==> src/cpu_defines.svh <==
`ifndef CPU_DEFINES_SVH
`define CPU_DEFINES_SVH

// Datapath and general register file.
`define CPU_XLEN      32
`define CPU_REG_AW    5
`define CPU_NUM_REGS  32
`define CPU_LINK_REG  31

// Instruction field widths.
// The fields sit in MIPS32 order, so these widths also fix their bit positions.
`define CPU_OP_W      6
`define CPU_SA_W      5
`define CPU_FUNCT_W   6
`define CPU_IMM_W     16
`define CPU_JIDX_W    26

`endif
==> src/isa_pkg.sv <==
`include "cpu_defines.svh"

package isa_pkg;

  typedef enum logic [`CPU_OP_W-1:0] {
    op_special = 6'h00,
    op_regimm  = 6'h01,
    op_j       = 6'h02,
    op_jal     = 6'h03,
    op_beq     = 6'h04,
    op_bne     = 6'h05,
    op_addiu   = 6'h09,
    op_slti    = 6'h0a,
    op_sltiu   = 6'h0b,
    op_andi    = 6'h0c,
    op_ori     = 6'h0d,
    op_xori    = 6'h0e,
    op_lui     = 6'h0f,
    op_lw      = 6'h23,
    op_sw      = 6'h2b
  } opcode_e;

  typedef enum logic [`CPU_FUNCT_W-1:0] {
    fn_sll  = 6'h00,
    fn_srl  = 6'h02,
    fn_sra  = 6'h03,
    fn_jr   = 6'h08,
    fn_addu = 6'h21,
    fn_subu = 6'h23,
    fn_and  = 6'h24,
    fn_or   = 6'h25,
    fn_xor  = 6'h26,
    fn_nor  = 6'h27,
    fn_slt  = 6'h2a,
    fn_sltu = 6'h2b
  } funct_e;

  typedef enum logic [`CPU_REG_AW-1:0] {
    ri_bltz = 5'h00,
    ri_bgez = 5'h01
  } regimm_e;

  typedef enum logic [3:0] {
    alu_add, alu_sub, alu_slt, alu_sltu, alu_and, alu_nor,
    alu_or, alu_xor, alu_sll, alu_srl, alu_sra, alu_lui
  } alu_op_e;

  typedef enum logic [2:0] {
    br_none, br_beq, br_bne, br_bgez, br_bltz, br_j, br_jal, br_jr
  } branch_e;

  typedef struct packed {
    opcode_e                opcode;
    logic [`CPU_REG_AW-1:0] rs;
    logic [`CPU_REG_AW-1:0] rt;     // Also the regimm code.
    logic [`CPU_REG_AW-1:0] rd;
    logic [`CPU_SA_W-1:0]   sa;
    funct_e                 funct;
  } inst_fields_t;

endpackage

==> src/pipe_pkg.sv <==
`include "cpu_defines.svh"

package pipe_pkg;

  typedef struct packed {
    logic [`CPU_XLEN-1:0]  pc;
    isa_pkg::inst_fields_t inst;
  } fetch_to_decode_t;

  typedef struct packed {
    isa_pkg::alu_op_e       alu_op;
    logic                   src1_is_sa;   // Shift amount replaces rs.
    logic                   src1_is_pc;
    logic                   src2_is_imm;  // Sign-extended immediate.
    logic                   src2_is_uimm; // Zero-extended immediate.
    logic                   src2_is_8;
    logic                   mem_re;
    logic                   mem_we;
    logic                   gr_we;
    logic [`CPU_REG_AW-1:0] dest;
    logic [`CPU_IMM_W-1:0]  imm;
    logic [`CPU_XLEN-1:0]   rs_value;
    logic [`CPU_XLEN-1:0]   rt_value;
    logic [`CPU_XLEN-1:0]   pc;
  } decode_to_exec_t;

  // Snapshot of the instruction now in a later stage.
  typedef struct packed {
    logic                   valid;
    logic                   gr_we;
    logic                   is_load;      // Result not known until writeback.
    logic [`CPU_REG_AW-1:0] dest;
    logic [`CPU_XLEN-1:0]   result;
  } bypass_t;

  typedef struct packed {
    logic                   we;
    logic [`CPU_REG_AW-1:0] addr;
    logic [`CPU_XLEN-1:0]   data;
  } writeback_t;

  typedef struct packed {
    logic                 taken;
    logic [`CPU_XLEN-1:0] target;
  } branch_t;

endpackage

==> src/decode_stage.sv <==
`timescale 1ns/100ps
`include "cpu_defines.svh"

module decode_stage (
  input  logic                       clk,
  input  logic                       reset,
  input  logic                       fs_to_ds_valid,
  input  pipe_pkg::fetch_to_decode_t fetch,
  output logic                       ds_allowin,
  output pipe_pkg::branch_t          br,
  input  logic                       es_allowin,
  output logic                       ds_to_es_valid,
  output pipe_pkg::decode_to_exec_t  ds_to_es,
  input  pipe_pkg::bypass_t          exec_fwd,
  input  pipe_pkg::bypass_t          mem_fwd,
  input  pipe_pkg::writeback_t       wb
);

  pipe_pkg::fetch_to_decode_t fetch_q;
  logic                       ds_valid;
  logic                       ds_ready_go;
  logic                       stall;
  logic [`CPU_XLEN-1:0]       ds_inst;
  logic [`CPU_XLEN-1:0]       rf_rdata1;
  logic [`CPU_XLEN-1:0]       rf_rdata2;
  logic [`CPU_XLEN-1:0]       rs_value;
  logic [`CPU_XLEN-1:0]       rt_value;
  isa_pkg::alu_op_e           alu_op;
  logic                       src1_is_sa;
  logic                       src1_is_pc;
  logic                       src2_is_imm;
  logic                       src2_is_uimm;
  logic                       src2_is_8;
  logic                       mem_re;
  logic                       mem_we;
  logic                       gr_we;
  logic [`CPU_REG_AW-1:0]     dest;
  isa_pkg::branch_e           branch;

  assign ds_ready_go    = !stall;
  assign ds_allowin     = !ds_valid || (ds_ready_go && es_allowin);
  assign ds_to_es_valid = ds_valid && ds_ready_go;

  always_ff @(posedge clk) begin
    if (reset) begin
      ds_valid <= 1'b0;
    end else if (ds_allowin) begin
      ds_valid <= fs_to_ds_valid;
    end
  end

  always_ff @(posedge clk) begin
    if (fs_to_ds_valid && ds_allowin) begin
      fetch_q <= fetch;
    end
  end

  assign ds_inst  = fetch_q.inst;
  assign ds_to_es = '{alu_op, src1_is_sa, src1_is_pc, src2_is_imm, src2_is_uimm,
                      src2_is_8, mem_re, mem_we, gr_we, dest,
                      ds_inst[`CPU_IMM_W-1:0], rs_value, rt_value, fetch_q.pc};

  inst_decoder u_decoder (
    .inst         (fetch_q.inst),
    .alu_op       (alu_op),
    .src1_is_sa   (src1_is_sa),
    .src1_is_pc   (src1_is_pc),
    .src2_is_imm  (src2_is_imm),
    .src2_is_uimm (src2_is_uimm),
    .src2_is_8    (src2_is_8),
    .mem_re       (mem_re),
    .mem_we       (mem_we),
    .gr_we        (gr_we),
    .dest         (dest),
    .branch       (branch)
  );

  reg_file u_reg_file (
    .clk    (clk),
    .reset  (reset),
    .raddr1 (fetch_q.inst.rs),
    .raddr2 (fetch_q.inst.rt),
    .rdata1 (rf_rdata1),
    .rdata2 (rf_rdata2),
    .wr     (wb)
  );

  operand_bypass u_bypass (
    .rs        (fetch_q.inst.rs),
    .rt        (fetch_q.inst.rt),
    .rf_rdata1 (rf_rdata1),
    .rf_rdata2 (rf_rdata2),
    .exec_fwd  (exec_fwd),
    .mem_fwd   (mem_fwd),
    .wb        (wb),
    .rs_value  (rs_value),
    .rt_value  (rt_value),
    .stall     (stall)
  );

  branch_unit u_branch (
    .branch   (branch),
    .fire     (ds_to_es_valid),
    .pc       (fetch_q.pc),
    .inst     (fetch_q.inst),
    .rs_value (rs_value),
    .rt_value (rt_value),
    .br       (br)
  );

endmodule

==> src/branch_unit.sv <==
`timescale 1ns/100ps
`include "cpu_defines.svh"

module branch_unit (
  input  isa_pkg::branch_e      branch,
  input  logic                  fire,
  input  logic [`CPU_XLEN-1:0]  pc,
  input  isa_pkg::inst_fields_t inst,
  input  logic [`CPU_XLEN-1:0]  rs_value,
  input  logic [`CPU_XLEN-1:0]  rt_value,
  output pipe_pkg::branch_t     br
);

  logic [`CPU_XLEN-1:0]   inst_word;
  logic [`CPU_IMM_W-1:0]  imm;
  logic [`CPU_JIDX_W-1:0] jidx;
  logic [`CPU_XLEN-1:0]   pc_plus4;
  logic [`CPU_XLEN-1:0]   rel_target;
  logic [`CPU_XLEN-1:0]   abs_target;
  logic [`CPU_XLEN-1:0]   target;
  logic                   cond;

  assign inst_word  = inst;
  assign imm        = inst_word[`CPU_IMM_W-1:0];
  assign jidx       = inst_word[`CPU_JIDX_W-1:0];
  assign pc_plus4   = pc + `CPU_XLEN'(4);
  assign rel_target = pc_plus4 + {{(`CPU_XLEN-`CPU_IMM_W-2){imm[`CPU_IMM_W-1]}}, imm, 2'b00};
  assign abs_target = {pc_plus4[`CPU_XLEN-1:`CPU_JIDX_W+2], jidx, 2'b00};

  always_comb begin
    cond   = 1'b0;
    target = rel_target;
    case (branch)
      isa_pkg::br_beq:  cond = rs_value == rt_value;
      isa_pkg::br_bne:  cond = rs_value != rt_value;
      isa_pkg::br_bgez: cond = !rs_value[`CPU_XLEN-1];  // Sign bit clear.
      isa_pkg::br_bltz: cond = rs_value[`CPU_XLEN-1];
      isa_pkg::br_j, isa_pkg::br_jal: begin
        cond   = 1'b1;
        target = abs_target;
      end
      isa_pkg::br_jr: begin
        cond   = 1'b1;
        target = rs_value;
      end
      default: ;
    endcase
  end

  // Fetch only redirects once the branch leaves decode.
  assign br = '{taken: fire && cond, target: target};

endmodule

==> src/operand_bypass.sv <==
`timescale 1ns/100ps
`include "cpu_defines.svh"

module operand_bypass (
  input  logic [`CPU_REG_AW-1:0] rs,
  input  logic [`CPU_REG_AW-1:0] rt,
  input  logic [`CPU_XLEN-1:0]   rf_rdata1,
  input  logic [`CPU_XLEN-1:0]   rf_rdata2,
  input  pipe_pkg::bypass_t      exec_fwd,
  input  pipe_pkg::bypass_t      mem_fwd,
  input  pipe_pkg::writeback_t   wb,
  output logic [`CPU_XLEN-1:0]   rs_value,
  output logic [`CPU_XLEN-1:0]   rt_value,
  output logic                   stall
);

  // True when the stage will write register addr. Register 0 never matches.
  function automatic logic fwd_hit(input pipe_pkg::bypass_t      f,
                                   input logic [`CPU_REG_AW-1:0] addr);
    return f.valid && f.gr_we && f.dest != '0 && f.dest == addr;
  endfunction

  function automatic logic [`CPU_XLEN-1:0] pick_operand(
    input logic [`CPU_REG_AW-1:0] addr,
    input logic [`CPU_XLEN-1:0]   rf_data,
    input pipe_pkg::bypass_t      e,
    input pipe_pkg::bypass_t      m,
    input pipe_pkg::writeback_t   w
  );
    return (fwd_hit(e, addr) && !e.is_load)          ? e.result :
           (fwd_hit(m, addr) && !m.is_load)          ? m.result :
           (w.we && w.addr != '0 && w.addr == addr)  ? w.data   :
                                                       rf_data;
  endfunction

  assign rs_value = pick_operand(rs, rf_rdata1, exec_fwd, mem_fwd, wb);
  assign rt_value = pick_operand(rt, rf_rdata2, exec_fwd, mem_fwd, wb);

  // A load in execute or memory has no data yet, so decode waits for it.
  assign stall = (exec_fwd.is_load && (fwd_hit(exec_fwd, rs) || fwd_hit(exec_fwd, rt))) ||
                 (mem_fwd.is_load  && (fwd_hit(mem_fwd, rs)  || fwd_hit(mem_fwd, rt)));

endmodule

==> src/reg_file.sv <==
`timescale 1ns/100ps
`include "cpu_defines.svh"

module reg_file (
  input  logic                   clk,
  input  logic                   reset,
  input  logic [`CPU_REG_AW-1:0] raddr1,
  input  logic [`CPU_REG_AW-1:0] raddr2,
  output logic [`CPU_XLEN-1:0]   rdata1,
  output logic [`CPU_XLEN-1:0]   rdata2,
  input  pipe_pkg::writeback_t   wr
);

  logic [`CPU_XLEN-1:0] regs [`CPU_NUM_REGS];

  always_ff @(posedge clk) begin
    if (reset) begin
      for (int i = 0; i < `CPU_NUM_REGS; i++) begin
        regs[i] <= '0;
      end
    end else if (wr.we && wr.addr != '0) begin
      regs[wr.addr] <= wr.data;
    end
  end

  // The read does not see a write in the same cycle; the bypass covers that.
  assign rdata1 = (raddr1 == '0) ? '0 : regs[raddr1];
  assign rdata2 = (raddr2 == '0) ? '0 : regs[raddr2];

endmodule

==> src/inst_decoder.sv <==
`timescale 1ns/100ps
`include "cpu_defines.svh"

module inst_decoder (
  input  isa_pkg::inst_fields_t  inst,
  output isa_pkg::alu_op_e       alu_op,
  output logic                   src1_is_sa,
  output logic                   src1_is_pc,
  output logic                   src2_is_imm,
  output logic                   src2_is_uimm,
  output logic                   src2_is_8,
  output logic                   mem_re,
  output logic                   mem_we,
  output logic                   gr_we,
  output logic [`CPU_REG_AW-1:0] dest,
  output isa_pkg::branch_e       branch
);

  isa_pkg::alu_op_e r_op;
  isa_pkg::alu_op_e i_op;
  logic             r_known;
  logic             r_shift;
  logic             r_ok;
  logic             jr_ok;
  logic             wr_rt;

  always_comb begin
    r_op    = isa_pkg::alu_add;
    r_known = 1'b1;
    case (inst.funct)
      isa_pkg::fn_addu: r_op = isa_pkg::alu_add;
      isa_pkg::fn_subu: r_op = isa_pkg::alu_sub;
      isa_pkg::fn_slt:  r_op = isa_pkg::alu_slt;
      isa_pkg::fn_sltu: r_op = isa_pkg::alu_sltu;
      isa_pkg::fn_and:  r_op = isa_pkg::alu_and;
      isa_pkg::fn_or:   r_op = isa_pkg::alu_or;
      isa_pkg::fn_xor:  r_op = isa_pkg::alu_xor;
      isa_pkg::fn_nor:  r_op = isa_pkg::alu_nor;
      isa_pkg::fn_sll:  r_op = isa_pkg::alu_sll;
      isa_pkg::fn_srl:  r_op = isa_pkg::alu_srl;
      isa_pkg::fn_sra:  r_op = isa_pkg::alu_sra;
      default:          r_known = 1'b0;
    endcase
  end

  always_comb begin
    case (inst.opcode)
      isa_pkg::op_slti:  i_op = isa_pkg::alu_slt;
      isa_pkg::op_sltiu: i_op = isa_pkg::alu_sltu;
      isa_pkg::op_andi:  i_op = isa_pkg::alu_and;
      isa_pkg::op_ori:   i_op = isa_pkg::alu_or;
      isa_pkg::op_xori:  i_op = isa_pkg::alu_xor;
      isa_pkg::op_lui:   i_op = isa_pkg::alu_lui;
      default:           i_op = isa_pkg::alu_add;  // addiu and lw add to rs.
    endcase
  end

  // Shifts need rs zero and the other R-type operations need sa zero.
  assign r_shift = inst.funct inside {isa_pkg::fn_sll, isa_pkg::fn_srl, isa_pkg::fn_sra};
  assign r_ok    = r_known && (r_shift ? inst.rs == '0 : inst.sa == '0);
  assign jr_ok   = inst.funct == isa_pkg::fn_jr && inst.rt == '0 && inst.rd == '0 &&
                   inst.sa == '0;

  always_comb begin
    alu_op       = isa_pkg::alu_add;
    src1_is_sa   = 1'b0;
    src1_is_pc   = 1'b0;
    src2_is_imm  = 1'b0;
    src2_is_uimm = 1'b0;
    src2_is_8    = 1'b0;
    mem_re       = 1'b0;
    mem_we       = 1'b0;
    gr_we        = 1'b0;
    dest         = '0;
    branch       = isa_pkg::br_none;
    wr_rt        = 1'b0;
    case (inst.opcode)
      isa_pkg::op_special: begin
        if (r_ok) begin
          alu_op     = r_op;
          src1_is_sa = r_shift;
          gr_we      = 1'b1;
          dest       = inst.rd;
        end else if (jr_ok) begin
          branch = isa_pkg::br_jr;
        end
      end
      isa_pkg::op_regimm: begin
        if (inst.rt == isa_pkg::ri_bgez) begin
          branch = isa_pkg::br_bgez;
        end else if (inst.rt == isa_pkg::ri_bltz) begin
          branch = isa_pkg::br_bltz;
        end
      end
      isa_pkg::op_j:   branch = isa_pkg::br_j;
      isa_pkg::op_beq: branch = isa_pkg::br_beq;
      isa_pkg::op_bne: branch = isa_pkg::br_bne;
      isa_pkg::op_jal: begin
        branch     = isa_pkg::br_jal;
        src1_is_pc = 1'b1;              // Link value is pc + 8.
        src2_is_8  = 1'b1;
        gr_we      = 1'b1;
        dest       = `CPU_REG_AW'(`CPU_LINK_REG);
      end
      isa_pkg::op_addiu, isa_pkg::op_slti, isa_pkg::op_sltiu, isa_pkg::op_lw: begin
        src2_is_imm = 1'b1;
        wr_rt       = 1'b1;
      end
      isa_pkg::op_andi, isa_pkg::op_ori, isa_pkg::op_xori: begin
        src2_is_uimm = 1'b1;
        wr_rt        = 1'b1;
      end
      isa_pkg::op_lui: begin
        src2_is_imm = inst.rs == '0;
        wr_rt       = inst.rs == '0;
      end
      isa_pkg::op_sw: begin
        src2_is_imm = 1'b1;
        mem_we      = 1'b1;
      end
      default: ;
    endcase
    if (wr_rt) begin
      alu_op = i_op;
      gr_we  = 1'b1;
      dest   = inst.rt;
      mem_re = inst.opcode == isa_pkg::op_lw;
    end
  end

endmodule

==> config.mk <==
export PLATFORM = sky130hd
export DESIGN_NAME = decode_stage
export DESIGN_NICKNAME = d
export VERILOG_FILES = /design/src/isa_pkg.sv /design/src/pipe_pkg.sv /design/src/decode_stage.sv /design/src/branch_unit.sv /design/src/operand_bypass.sv /design/src/reg_file.sv /design/src/inst_decoder.sv
export VERILOG_INCLUDE_DIRS = /design/src
export SDC_FILE = /design/constraint.sdc
export NUM_CORES = 2
export LEC_CHECK = 0
export BUFFER_PORTS_ARGS = -buffer_cell sky130_fd_sc_hd__buf_2
export CAP_MARGIN = 25
export CELL_PAD_IN_SITES_DETAIL_PLACEMENT = 0
export CELL_PAD_IN_SITES_GLOBAL_PLACEMENT = 2
export CORE_MARGIN = 10
export CORE_UTILIZATION = 41
export DETAILED_ROUTE_END_ITERATION = 12
export GPL_ROUTABILITY_DRIVEN = 1
export PLACE_DENSITY = 0.82
export SLEW_MARGIN = 20
export SYNTH_ARGS = -nofsm -noshare
export SYNTH_HDL_FRONTEND = slang
export SYNTH_SLANG_ARGS = --single-unit
==> constraint.sdc <==
create_clock -name clk -period 5.15 [get_ports clk]
set_input_delay 0.2575 -clock clk [delete_from_list [all_inputs] [get_ports clk]]
set_output_delay 0.2575 -clock clk [all_outputs]
set_load 0.02 [all_outputs]
==> results.yml <==
outcome:
  status: "completed"
timing:
  relSlewSlack_pct: 20.9
  max_clock_freq_mhz: 196
  slew_violations: 0
  setup-violations-final: 0
  worstMarginPinSlew_ps: 1190
  finalCritPeriodShare_pct: 99.2
  hold_viol: 0
  period_needed_ps: 5110
  rsz0062_at_grt: "true"
  skew_ps: 19.7
detailed_routing:
  antenna_left: 0
  wl_per_cell_um: 37.8
  via_count: 47300
  drt_pass1_iterations: 8
  drc: 0
  wl_um: 272000
  drtIter0Drc: 7814
  vias_per_cell: 6.57
logic_synthesis:
  yosys_warnings: 0
  ys_async_sr_fraction_pct: 0
  synth_cell_types: 83
  syn_area_per_cell_sq_um: 13.6
  yosysSeqAreaShare_pct: 52.7
  synth.largest_area_cell: "edfxtp_1"
  synth_top_area_share_pct: 52.3
  synth_ff_type: "edfxtp_1"
  synth_common_cells: "edfxtp_1, and2_1, mux4_2, clkbuf_1, mux2i_1"
  yosys-top-cells-area: "edfxtp_1, mux4_2, and2_1, mux2i_1, clkbuf_1"
  netlist_instances: 4585
  synth.most_common_cell: "edfxtp_1"
  synth_enable_flop_cells: 1088
  synth_area_sq_um: 62400
  ys_seq_elements: 1099
grt:
  grt_max_degree: 49
  grt_antenna_before_repair: 38
  grt_pass1_vias: 46300
  grt_overflow: 0
  grt_use_total_pct: 31.3
  grt_pass1_wl_um: 373000
power_and_ir_drop:
  cellLeakagePower_nw: 26.3
  ir_drop_mv: 0.335
  power.internal_mw: 17.2
  seqPwrFrac_pct: 42.9
  p_per_area_nw_per_um2: 338
  p_sw_share_pct: 30.6
  netSwitchingPower_mw: 7.61
  combPwrFrac_pct: 22.6
  power.total_mw: 24.8
  p_clk_share_pct: 34.5
hold_path:
  hp-start: "wb[30]"
  hp-class: "primary input to flop"
  hold_end: "u_reg_file.regs[8][30]"
  min_path_cells: 2
worst_setup_path:
  rr_startpoint: "ds_inst[17]"
  endpoint_kind: "primary output"
  crit_path_max_fanout: 3
  reg2reg_depth: 12
  critical_path.startpoint_type: "flop"
  cp.arrival_ps: 4850
  reg2reg_slack_ps: 1930
  path_class: "flop to primary output"
  required_ps: 4890
job:
  drv_cap: 0
cts:
  clk-insertion-delay-late_ps: 780
  cts_root_buffer: "clkbuf_16"
  cts_made_buffers: 115
  cts.path.max_buffers: 3
  clkSlewWorstSetupHoldPaths_ps: 60
  cts_tree: "built"
  h-tree-depth: 3
  cts_num_sinks: 1099
floorplanning:
  dieArea_sq_um: 168000
  core_sq_um: 152000
  die_h_um: 410
  start_util_pct: 41.2
  die_x_um: 410
  num_rows: 143
  top_level_ports: 350
final_layout:
  fillers: 13200
  fin_area_sq_um: 73400
  area_growth_syn_to_layout_pct: 17.5
  num-nets-final: 5291
  drive_above_1_share_pct: 30.2
placed_design:
  placed_cell_area_sq_um: 68100
  io_buffers: 349
  hpwlAfterDp_um: 179000
  place_congestion: 0.936
==> per-stage QoR <==
stage               utilization, %  setup WS [ps]  cells  setup TNS, ps  hold slack [ps]
floorplan                        -            607   4616              0              356
global placement              44.9            201   6862              0              436
detailed placement            44.9            259   6863              0              436
CTS                           48.1          -70.2   7174          -97.4             42.9
global route                  48.4           -112   7201           -237             83.0
finish                        48.4           39.0   7209              0              101
==> worst max-delay path: stages (launching register included) <==
cell and delay [ps]:
edfxtp_1 350, and3_4 200, and2_4 150, and3_4 190, buf_6 110, nand2_4 50, xnor2_2 130, ha_1 290
a21o_1 180, a21o_1 150, a21o_1 150, a21o_1 150, a221o_1 330, a311oi_1 260, buf_4 190, o311ai_4 100
a21oi_2 230, o21a_1 240, or3b_4 160, a21oi_2 40, a211o_1 300, buf_6 140
==> power by group through the flow <==
stage | logic (mW) | registers (mW) | clock network, mW
2_1_floorplan | 2.96 | 10.7 | 0
3_3_place_gp | 5.24 | 10.8 | 0
3_5_place_dp | 5.24 | 10.9 | 0
4_1_cts | 5.42 | 10.6 | 8.58
5_1_grt | 5.77 | 10.7 | 8.92
6_report | 5.62 | 10.7 | 8.56
==> cell families (layout without fill, tap and decap cells) <==
group	after synthesis	in the layout	share of synthesized area, %
simple gates	1554	1554	14.3
compound gates	579	579	6.60
other cells	1	42	0.00601
buf+inv	519	1072	3.66
mux	686	686	20.5
fa+ha+maj	31	31	0.633
xor+xnor	116	116	1.63
flops	1099	1099	52.7
==> per-layer routing <==
metal  vias to the layer above  GRT usage, %  routed length, um
met2                      3901          48.9             122000
met1                     23900          38.2              93600
met5                         -             0                183
met4                        26          19.8              21000
met3                       893          8.68              35400
li1                      18600             -                  -
==> cell type report <==
| type | count | area [sq um] | share of cell area [%] |
|---|---|---|---|
| sequential | 1099 | 32900 | 44.9 |
| multi-input combinational | 2998 | 27900 | 38.0 |
| timing repair buffer | 828 | 6140 | 8.36 |
| clock buffer | 136 | 2980 | 4.06 |
| tap | 2030 | 2540 | 3.46 |
| clock inverter | 76 | 762 | 1.04 |
| inverter | 32 | 124 | 0.169 |
| antenna | 10 | 25.0 | 0.0341 |
==> cells in the final DEF, fill, tap and decap left out, types with 20 or more instances in the layout <==
cell type	instances
conb_1	32
buf_4	361
dlygate4sd3_1	71
ha_1	28
clkbuf_16	116
o22ai_1	36
nor2_4	32
clkbuf_1	20
and2_1	918
a22oi_1	61
edfxtp_1	1088
nand2b_1	33
nor2_1	141
clkinv_2	26
nand3_1	29
buf_12	40
mux2i_1	202
xnor2_1	60
clkinv_1	22
nor3_1	123
buf_2	343
a221o_1	25
xor2_1	53
a221oi_1	117
a21oi_1	95
inv_1	28
o21ai_0	73
nand2_1	108
mux4_2	473
or2_2	34
==> timing repair <==
action | 4_1_cts | 5_1_grt
endpoints found under the hold margin | 92 | 0
pin swaps | 8 | 32
resized for setup | 34 | 47
hold buffers | 71 | 0
setup endpoints to repair | 9 | 9
gates cloned | 0 | 0
setup buffers | 28 | 25
==> how the worst max path moves through the flow <==
| stage | startpoint | slack, ps | cells past startpoint | endpoint |
|---|---|---|---|---|
| final | ds_to_es[5] | 40 | 21 | br[30] |
| after global routing | ds_to_es[5] | -110 | 21 | br[30] |
| after CTS | ds_to_es[4] | -70 | 21 | br[30] |
| after detailed placement | ds_to_es[4] | 260 | 19 | br[30] |
| after global placement | ds_to_es[4] | 200 | 19 | br[30] |
| after floorplan | ds_to_es[4] | 610 | 17 | br[30] |
==> registers in the layout (all words and copies together) (netlist names), named ones only <==
signal / cells
ds_valid: 1
ds_inst: 16
ds_to_es: 48
u_reg_file.regs: 1024
Power figures use the tool's default switching activity.
